## src/rtl/fetch_pkg.sv

```systemverilog
package fetch_pkg;

    // ~~~~~~~~~~~~~~~~~~~~~~~~~~~~~~~~~~~~~~~~~~~~~~~~~~~~~~~~~~~~~~~~~~~~~~~~~~
    // Address map
    // ~~~~~~~~~~~~~~~~~~~~~~~~~~~~~~~~~~~~~~~~~~~~~~~~~~~~~~~~~~~~~~~~~~~~~~~~~~

    localparam logic [31:0] reset_pc = 32'h3000_0000;

    // SDRAM sits at A000_0000 to BFFF_FFFF
    localparam logic [3:0] sdram_base_nibble = 4'hA;
    localparam logic [3:0] sdram_end_nibble  = 4'hB;

    // ~~~~~~~~~~~~~~~~~~~~~~~~~~~~~~~~~~~~~~~~~~~~~~~~~~~~~~~~~~~~~~~~~~~~~~~~~~
    // Cache geometry
    // ~~~~~~~~~~~~~~~~~~~~~~~~~~~~~~~~~~~~~~~~~~~~~~~~~~~~~~~~~~~~~~~~~~~~~~~~~~

    localparam int line_words  = 4;
    localparam int line_bits   = 128;
    localparam int offset_bits = 4;
    localparam int index_bits  = 4;
    localparam int tag_bits    = 24;

    // AXI read encodings
    localparam logic [1:0] resp_okay   = 2'b00;
    localparam logic [1:0] burst_fixed = 2'b00;
    localparam logic [1:0] burst_incr  = 2'b01;

    typedef enum logic [1:0] {
        idle = 2'b00,
        busy = 2'b01,
        read = 2'b10
    } fetch_state_e;

    // A fetch address is read either as a plain word or split into cache fields
    typedef union packed {
        logic [31:0] raw;
        struct packed {
            logic [tag_bits-1:0]    tag;
            logic [index_bits-1:0]  index;
            logic [offset_bits-1:0] offset;
        } fields;
    } fetch_addr_u;

endpackage

```

## src/rtl/fetch_unit.sv

```systemverilog
`timescale 1ns/1ps

module fetch_unit (
    input  logic                            clk,
    input  logic                            rst,

    input  logic                            idu_ready,
    input  logic                            exu_dnpc_valid,
    input  logic [31:0]                     exu_dnpc,
    output logic                            ifu_valid,
    output logic [31:0]                     inst,
    output logic [31:0]                     fetch_pc,
    output logic                            pc_update,
    output logic                            access_fault,

    output logic [31:0]                     icache_addr,
    input  logic                            icache_hit,
    input  logic [31:0]                     icache_data,
    input  logic                            mem_req,
    input  logic [31:0]                     mem_addr,
    output logic [fetch_pkg::line_bits-1:0] mem_data,
    output logic                            mem_ready,

    output logic                            arvalid,
    input  logic                            arready,
    output logic [31:0]                     araddr,
    output logic [7:0]                      arlen,
    output logic [1:0]                      arburst,
    output logic                            rready,
    input  logic                            rvalid,
    input  logic [1:0]                      rresp,
    input  logic [31:0]                     rdata,
    input  logic                            rlast
);

    fetch_pkg::fetch_state_e state;
    fetch_pkg::fetch_state_e next_state;
    fetch_pkg::fetch_addr_u  pc;
    fetch_pkg::fetch_addr_u  refill_base;
    fetch_pkg::fetch_addr_u  next_beat_addr;

    logic        redirect;
    logic [31:0] redirect_pc;
    logic        redirect_pending;
    logic [31:0] redirect_target;
    logic [31:0] dnpc;
    logic        launch;
    logic        miss_is_sdram;
    logic        refill_burst;
    logic [1:0]  beat_cnt;
    logic        beat_fire;
    logic        last_beat;

    // ~~~~~~~~~~~~~~~~~~~~~~~~~~~~~~~~~~~~~~~~~~~~~~~~~~~~~~~~~~~~~~~~~~~~~~~~~~
    // Program counter and redirect
    // ~~~~~~~~~~~~~~~~~~~~~~~~~~~~~~~~~~~~~~~~~~~~~~~~~~~~~~~~~~~~~~~~~~~~~~~~~~

    // A redirect seen while the PC cannot move is kept until the next update
    assign redirect    = exu_dnpc_valid | redirect_pending;
    assign redirect_pc = exu_dnpc_valid ? exu_dnpc : redirect_target;
    assign dnpc        = redirect ? redirect_pc : pc.raw + 32'd4;

    assign pc_update   = (next_state == fetch_pkg::idle) && idu_ready;
    assign icache_addr = pc.raw;

    always_ff @(posedge clk or posedge rst) begin
        if (rst) begin
            pc.raw <= fetch_pkg::reset_pc;
        end else if (pc_update) begin
            pc.raw <= dnpc;
        end
    end

    always_ff @(posedge clk or posedge rst) begin
        if (rst) begin
            redirect_pending <= 1'b0;
        end else if (pc_update) begin
            redirect_pending <= 1'b0;
        end else if (exu_dnpc_valid) begin
            redirect_pending <= 1'b1;
        end
    end

    always_ff @(posedge clk) begin
        if (exu_dnpc_valid) begin
            redirect_target <= exu_dnpc;
        end
    end

    // ~~~~~~~~~~~~~~~~~~~~~~~~~~~~~~~~~~~~~~~~~~~~~~~~~~~~~~~~~~~~~~~~~~~~~~~~~~
    // Fetch state machine
    // ~~~~~~~~~~~~~~~~~~~~~~~~~~~~~~~~~~~~~~~~~~~~~~~~~~~~~~~~~~~~~~~~~~~~~~~~~~

    always_comb begin
        next_state = state;
        case (state)
            fetch_pkg::idle: begin
                // A pending redirect skips the refill of a line nobody wants
                if (idu_ready && !redirect && !icache_hit && mem_req) begin
                    next_state = fetch_pkg::busy;
                end
            end
            fetch_pkg::busy: begin
                if (mem_ready) begin
                    next_state = fetch_pkg::read;
                end
            end
            fetch_pkg::read: begin
                if (idu_ready) begin
                    next_state = fetch_pkg::idle;
                end
            end
            default: begin
                next_state = fetch_pkg::idle;
            end
        endcase
    end

    assign launch        = (state == fetch_pkg::idle) && (next_state == fetch_pkg::busy);
    assign miss_is_sdram = (mem_addr[31:28] == fetch_pkg::sdram_base_nibble) ||
                           (mem_addr[31:28] == fetch_pkg::sdram_end_nibble);

    assign beat_fire = rvalid && rready;
    assign last_beat = refill_burst ? rlast
                                    : (beat_cnt == 2'(fetch_pkg::line_words - 1));

    // Single reads step through the line one word at a time
    always_comb begin
        next_beat_addr = refill_base;
        next_beat_addr.fields.offset = {beat_cnt + 2'd1, 2'b00};
    end

    always_ff @(posedge clk or posedge rst) begin
        if (rst) begin
            state        <= fetch_pkg::idle;
            ifu_valid    <= 1'b0;
            arvalid      <= 1'b0;
            rready       <= 1'b0;
            mem_ready    <= 1'b0;
            access_fault <= 1'b0;
            refill_burst <= 1'b0;
            beat_cnt     <= 2'd0;
        end else begin
            state     <= next_state;
            mem_ready <= 1'b0;
            case (state)
                fetch_pkg::idle: begin
                    if (idu_ready) begin
                        ifu_valid <= icache_hit && !redirect;
                    end
                    if (launch) begin
                        arvalid      <= 1'b1;
                        refill_burst <= miss_is_sdram;
                        beat_cnt     <= 2'd0;
                    end
                end
                fetch_pkg::busy: begin
                    if (arvalid && arready) begin
                        arvalid <= 1'b0;
                        rready  <= 1'b1;
                    end
                    if (beat_fire) begin
                        beat_cnt <= beat_cnt + 2'd1;
                        if (last_beat) begin
                            rready       <= 1'b0;
                            mem_ready    <= 1'b1;
                            access_fault <= (rresp != fetch_pkg::resp_okay);
                        end else if (!refill_burst) begin
                            arvalid <= 1'b1;
                        end
                    end
                end
                fetch_pkg::read: begin
                    // The line is in the cache now, so the word comes from there
                    if (idu_ready) begin
                        ifu_valid <= !redirect;
                    end
                end
                default: begin
                end
            endcase
        end
    end

    always_ff @(posedge clk) begin
        if (state == fetch_pkg::idle && idu_ready && icache_hit) begin
            inst     <= icache_data;
            fetch_pc <= pc.raw;
        end
        if (state == fetch_pkg::read && idu_ready) begin
            inst     <= icache_data;
            fetch_pc <= pc.raw;
        end
        if (launch) begin
            refill_base.raw <= mem_addr;
            araddr          <= mem_addr;
            arlen           <= miss_is_sdram ? 8'(fetch_pkg::line_words - 1) : 8'd0;
            arburst         <= miss_is_sdram ? fetch_pkg::burst_incr : fetch_pkg::burst_fixed;
        end
        if (state == fetch_pkg::busy && beat_fire) begin
            mem_data[beat_cnt*32 +: 32] <= rdata;
            if (!last_beat && !refill_burst) begin
                araddr <= next_beat_addr.raw;
            end
        end
    end

    // ~~~~~~~~~~~~~~~~~~~~~~~~~~~~~~~~~~~~~~~~~~~~~~~~~~~~~~~~~~~~~~~~~~~~~~~~~~
    // Checks
    // ~~~~~~~~~~~~~~~~~~~~~~~~~~~~~~~~~~~~~~~~~~~~~~~~~~~~~~~~~~~~~~~~~~~~~~~~~~

    ar_held_until_ready: assert property (@(posedge clk) disable iff (rst)
        arvalid && !arready |=> arvalid && $stable(araddr) && $stable(arlen) &&
                                $stable(arburst));

    mem_ready_one_cycle: assert property (@(posedge clk) disable iff (rst)
        mem_ready |=> !mem_ready);

    no_rready_in_idle: assert property (@(posedge clk) disable iff (rst)
        state == fetch_pkg::idle |-> !rready);

endmodule

```

## src/rtl/icache.sv

```systemverilog
`timescale 1ns/1ps

module icache (
    input  logic                            clk,
    input  logic                            rst,

    input  logic [31:0]                     icache_addr,
    output logic                            icache_hit,
    output logic [31:0]                     icache_data,

    output logic                            mem_req,
    output logic [31:0]                     mem_addr,
    input  logic [fetch_pkg::line_bits-1:0] mem_data,
    input  logic                            mem_ready
);

    fetch_pkg::fetch_addr_u lookup;

    logic [2**fetch_pkg::index_bits-1:0] valid;
    logic [fetch_pkg::tag_bits-1:0]      tag_mem  [2**fetch_pkg::index_bits];
    logic [fetch_pkg::line_bits-1:0]     data_mem [2**fetch_pkg::index_bits];

    logic [fetch_pkg::line_bits-1:0]     line;
    logic [31:0]                         line_word [fetch_pkg::line_words];
    logic [fetch_pkg::offset_bits-3:0]   word_sel;
    logic                                tag_match;

    assign lookup.raw = icache_addr;

    // ~~~~~~~~~~~~~~~~~~~~~~~~~~~~~~~~~~~~~~~~~~~~~~~~~~~~~~~~~~~~~~~~~~~~~~~~~~
    // Lookup
    // ~~~~~~~~~~~~~~~~~~~~~~~~~~~~~~~~~~~~~~~~~~~~~~~~~~~~~~~~~~~~~~~~~~~~~~~~~~

    assign line      = data_mem[lookup.fields.index];
    assign tag_match = (tag_mem[lookup.fields.index] == lookup.fields.tag);
    assign word_sel  = lookup.fields.offset[fetch_pkg::offset_bits-1:2];

    // Word 0 of a line sits in the low bits, matching the beat order of a refill
    always_comb begin
        for (int w = 0; w < fetch_pkg::line_words; w++) begin
            line_word[w] = line[w*32 +: 32];
        end
    end

    assign icache_hit  = valid[lookup.fields.index] && tag_match;
    assign icache_data = line_word[word_sel];

    // ~~~~~~~~~~~~~~~~~~~~~~~~~~~~~~~~~~~~~~~~~~~~~~~~~~~~~~~~~~~~~~~~~~~~~~~~~~
    // Refill
    // ~~~~~~~~~~~~~~~~~~~~~~~~~~~~~~~~~~~~~~~~~~~~~~~~~~~~~~~~~~~~~~~~~~~~~~~~~~

    // The request stays up until the line is written and the lookup hits
    assign mem_req  = !icache_hit;
    assign mem_addr = {lookup.raw[31:fetch_pkg::offset_bits], {fetch_pkg::offset_bits{1'b0}}};

    always_ff @(posedge clk or posedge rst) begin
        if (rst) begin
            valid <= '0;
        end else if (mem_ready) begin
            valid[lookup.fields.index] <= 1'b1;
        end
    end

    // The fetch address does not move during a refill, so the lookup index is the fill index
    always_ff @(posedge clk) begin
        if (mem_ready) begin
            tag_mem[lookup.fields.index]  <= lookup.fields.tag;
            data_mem[lookup.fields.index] <= mem_data;
        end
    end

    fill_only_on_request: assert property (@(posedge clk) disable iff (rst)
        mem_ready |-> mem_req);

endmodule

```

## src/rtl/fetch_top.sv

```systemverilog
`timescale 1ns/1ps

module fetch_top (
    input  logic        clk,
    input  logic        rst,

    input  logic        idu_ready,
    input  logic        exu_dnpc_valid,
    input  logic [31:0] exu_dnpc,
    output logic        ifu_valid,
    output logic [31:0] inst,
    output logic [31:0] fetch_pc,
    output logic        pc_update,
    output logic        access_fault,

    output logic        arvalid,
    input  logic        arready,
    output logic [31:0] araddr,
    output logic [7:0]  arlen,
    output logic [1:0]  arburst,
    output logic        rready,
    input  logic        rvalid,
    input  logic [1:0]  rresp,
    input  logic [31:0] rdata,
    input  logic        rlast
);

    logic [31:0]                     icache_addr;
    logic                            icache_hit;
    logic [31:0]                     icache_data;
    logic                            mem_req;
    logic [31:0]                     mem_addr;
    logic [fetch_pkg::line_bits-1:0] mem_data;
    logic                            mem_ready;

    fetch_unit u_fetch_unit (
        .clk            (clk),
        .rst            (rst),
        .idu_ready      (idu_ready),
        .exu_dnpc_valid (exu_dnpc_valid),
        .exu_dnpc       (exu_dnpc),
        .ifu_valid      (ifu_valid),
        .inst           (inst),
        .fetch_pc       (fetch_pc),
        .pc_update      (pc_update),
        .access_fault   (access_fault),
        .icache_addr    (icache_addr),
        .icache_hit     (icache_hit),
        .icache_data    (icache_data),
        .mem_req        (mem_req),
        .mem_addr       (mem_addr),
        .mem_data       (mem_data),
        .mem_ready      (mem_ready),
        .arvalid        (arvalid),
        .arready        (arready),
        .araddr         (araddr),
        .arlen          (arlen),
        .arburst        (arburst),
        .rready         (rready),
        .rvalid         (rvalid),
        .rresp          (rresp),
        .rdata          (rdata),
        .rlast          (rlast)
    );

    icache u_icache (
        .clk         (clk),
        .rst         (rst),
        .icache_addr (icache_addr),
        .icache_hit  (icache_hit),
        .icache_data (icache_data),
        .mem_req     (mem_req),
        .mem_addr    (mem_addr),
        .mem_data    (mem_data),
        .mem_ready   (mem_ready)
    );

endmodule

```

## config.mk

```make
export PLATFORM = sky130hd
export DESIGN_NAME = fetch_top
export DESIGN_NICKNAME = d
export VERILOG_FILES = /design/src/rtl/fetch_pkg.sv /design/src/rtl/fetch_unit.sv /design/src/rtl/icache.sv /design/src/rtl/fetch_top.sv
export SDC_FILE = /design/constraint.sdc
export NUM_CORES = 2
export LEC_CHECK = 0
export CAP_MARGIN = 25
export CORE_ASPECT_RATIO = 0.6
export CORE_MARGIN = 5
export CORE_UTILIZATION = 30
export DETAILED_ROUTE_END_ITERATION = 6
export DONT_BUFFER_PORTS = 1
export GPL_TIMING_DRIVEN = 0
export PLACE_DENSITY = 0.42
export SYNTH_ARGS = -nofsm -noshare
export SYNTH_HDL_FRONTEND = slang
export SYNTH_SLANG_ARGS = --single-unit
export TNS_END_PERCENT = 1
```

## constraint.sdc

```tcl
create_clock -name clk -period 37 [get_ports clk]
set_input_delay 1.85 -clock clk [delete_from_list [all_inputs] [get_ports clk]]
set_output_delay 1.85 -clock clk [all_outputs]
set_load 0.005 [all_outputs]
```

==> results.txt <==
The initial antenna violation count is between 50 and 60. STA classifies the critical path startpoint as a flop. The number of failing hold endpoints at the final stage came out at 0. The post-synthesis register bit count is 2776. The path class of the tightest hold or removal check is reg2reg. In this design, the critical path's most frequently occurring cell is buf_6. The number of cells in the finished layout apart from fillers came out at ~10000. The share of synthesized area occupied by flip-flops and latches is slightly below 80%.

Of all cell types, the one taking the most synthesized area is edfxtp_1. From left edge to right edge, the die measures about 780 um. In the synthesized netlist the async set-or-reset flop fraction comes to under 10%. The total number of vias is 53600.

The most used flip-flop cell after synthesis is edfxtp_1. After legalization and detailed placement, the total HPWL measured ~260000 um. From bottom edge to top edge, the die measures between 400 and 500 um. The cell row count is about 170. The area of the placeable core came out at 353000 um^2. The number of setup buffers added after CTS is 0. CTS placed an instance of clkbuf_16 at the clock tree root.

STA classifies the critical path endpoint as an output pin. The cts-stage hold buffer count is 0. By area the synthesized netlist is led by edfxtp_1 (75%), mux4_2 (16%), dfrtp_1 (1.3%).

Yosys printed 0 warnings. The die covers between 300000 and 400000 um^2. The portion of the clock cycle consumed by the worst path in the final layout is between 20% and 30%. The cell type group with the largest total delay on the critical path is buffers and inverters. The clock passes through at most 4 buffers. The number of design rule violations left after detail routing came out at 0. The post-detailed-route via-to-cell ratio came out at between 5 and 6. Walking the worst path, the cells encountered are buf_6, buf_8, buf_6, buf_6, buf_2, mux4_2, a32oi_1, nand4_1, o21ai_0, nand4b_1, o31a_1, buf_6, nor2_1, buf_2. The leakage power came out at ~0.040 uW. The maximum number of pins on one net before global-route repair is 60. The area of the multi-input gates is between 20000 and 25000 um^2.

In this run the worst path has a maximum fanout of 10. The global placement routability congestion is ~0.86. The commonest non-fill, non-tap cell in the layout is edfxtp_1. The post-layout minimum cycle time came out at around 7800 ps. In the final routed layout, each cell accounts on average for ~35 um. The CTS H-tree depth is 5. The power density over the cells came out at ~76 nW/um^2. The number of global-route vias before repair came out at approximately 53000.

The flow ran to the end, and the final reports show no timing, DRC or antenna violations. The filler cells instantiated in the layout total around 32000. The residual overflow from global routing came out at 0. The final number of setup-violating endpoints came out at 0.

The cell count after synthesis is between 4000 and 5000. The clock network latency to the later pin of the worst-skew pair is about 860 ps. The tool flagged a number of max-cap violations equal to 0. The critical path data required time is around 35000 ps. The wire length after detailed routing is approximately 360000 um. The tree built by TritonCTS fans out to between 2000 and 3000 sinks. Leaving out fill and tap cells, the most frequent cells in the layout are edfxtp_1 (2653), mux4_2 (751), clkbuf_16 (301). The first global-routing pass estimated 482000 um of wire. The length of the first detailed-routing pass in iterations came out at 5. The overall power of the completed layout is just under 10000 uW.

The clock transition at the registers of the reported paths is 70 ps. The max-slew violation count is 0. The count of antenna-violating nets left after detailed routing is 0. The clock buffer count from CTS is between 200 and 300.

The transition at the pin with the smallest max-transition slack came out at between 1000 and 1500 ps. For this run, the top clock speed supported by timing is 128 MHz. The critical path data arrival time is approximately 6000 ps.

The number of I/O port buffers came out at 0. The mean post-synth cell area is between 20 and 25 um^2. The sequential cell area came out at around 80000 um^2. The peak supply drop came out at about 0.037 mV.

The kind of critical path is reg2out. Summing every instance area after synthesis gives about 110000 um^2. The share of the synthesized area in the top cell type is ~75%. The number of flops mapped to enable cells by yosys is approximately 2700. The count of instances resized after the clock tree is built is 0. The maximum cell stage delay along the critical path is 580 ps. The TritonCTS clock tree is yes. The slowest stage cell on the critical path is nand4b_1.

The number of buffers and inverters on the critical path is 7. In this run, placement finished with an instance count of between 9000 and 10000. The layout-stage area growth over the synthesis result is 19.6%.

The worst clock skew came out at around 32 ps. The net count of the finished layout is between 5000 and 6000. The number of ports placed on the die boundary came out at between 150 and 200. In this run, the number of DRC markers left after iteration 0 of detailed routing was approximately 6600. The layout cell share with drive strength beyond 1 is approximately 32%. Headroom to the max-slew limit came out at ~25%. The total track usage came out at 19.2%. Setup repair after global routing left no endpoint under its margin.

Once the floorplan was initialized, standard cells occupied a little under a third of the core. The number of distinct library cells after synthesis is 70.
cell usage after synthesis, types with 6 or more instances:
master	n
o22ai_1	21
a31oi_1	10
nand4_1	7
mux4_2	751
edfxtp_1	2653
nand2_1	63
or3_1	7
and2_1	138
buf_2	33
nor2b_1	7
a22o_1	8
a2bb2oi_1	9
o211ai_1	7
buf_6	11
mux2_2	46
nor3_1	29
clkbuf_1	151
dfxtp_1	64
nor4_1	8
dfrtp_1	57
o21ai_0	37
ha_1	7
inv_1	23
buf_4	22
buf_1	40
nor2_1	63
nor3b_1	6
mux2i_1	106
a21oi_1	60
or2_2	20
o21a_1	6
xnor2_1	11
o31a_1	6
and3_1	6
a22oi_1	15
nand3_1	23
nand2b_1	7
power breakdown:
part           total [uW]  switching, uW  internal, uW  leakage (uW)
clock                2810           1230          1580       0.00431
sequential           3850            176          3680        0.0251
combinational        2990           1820          1180        0.0110
metal layers:
metal / vias up / routed length (um) / part of all wire (%) / global-route usage, %
met5: - / 49 / 0.014 / 0
met4: 8 / 6820 / 1.9 / 3.54
met3: 396 / 32800 / 9.1 / 5.28
met2: 2304 / 154000 / 43 / 27.8
met1: 29900 / 165000 / 46 / 29.1
li1: 21000 / - / - / -
cell families after synthesis:
logic type | after synthesis | synth area share, %
XOR/XNOR | 16 | 0.132
other | 1 | 0.00353
flip-flops | 2776 | 77.7
AND/OR/NAND/NOR | 392 | 1.97
buffers and inverters | 281 | 1.20
adder cells (fa/ha/maj) | 7 | 0.0825
AO/OA/AOI/OAI | 233 | 1.51
multiplexers | 904 | 17.4
final cells by class:
cell class                 instances  share of cell area (%)
sequential                      2776                    64.9
multi-input combinational       1559                    17.8
clock buffer                     388                    6.22
tap                             4702                    4.63
timing repair buffer             429                    4.54
buffer                           258                   0.999
clock inverter                   122                   0.746
inverter                          23                  0.0700
antenna                           25                  0.0493
registers in the layout (all words and copies together), names as in the netlist, 2 cells and up:
| name | count |
|---|---|
| u_icache.tag_mem | 384 |
| u_fetch_unit.redirect_target | 32 |
| u_fetch_unit.araddr | 32 |
| u_icache.valid | 16 |
| u_fetch_unit.fetch_pc | 32 |
| u_fetch_unit.icache_addr | 32 |
| u_fetch_unit.state | 2 |
| u_icache.data_mem | 2048 |
| u_fetch_unit.mem_data | 128 |
| u_fetch_unit.inst | 32 |
| u_fetch_unit.beat_cnt | 2 |
| u_fetch_unit.refill_base | 28 |
path summary, 6_finish.rpt:
path	start	endpoint	slack [ps]	cells after the start
min in group asynchronous	rst	u_fetch_unit.beat_cnt[0]	940	2
worst min-delay path	u_icache.valid[2]	u_icache.valid[2]	460	1
max in group asynchronous	rst	u_icache.valid[7]	35710	2
worst min register to register	u_icache.valid[2]	u_icache.valid[2]	460	1
worst max-delay path	u_fetch_unit.icache_addr[5]	pc_update	29190	14
worst max register to register	u_fetch_unit.icache_addr[6]	u_icache.data_mem[5][104]	30520	15
stage by stage:
stage	setup TNS, ps	setup WS (ps)	hold slack (ps)	util [%]	area (um^2)
after global placement	-2720650	-10060	444	31.7	112000
after detailed placement	0	30160	444	33.4	118000
after floorplan	0	19290	419	-	106000
after CTS	0	29180	466	35.9	127000
after global routing	0	29040	479	36.0	127000
final	0	29190	464	36.0	127000
No activity file was read; power rests on OpenSTA's default activity.
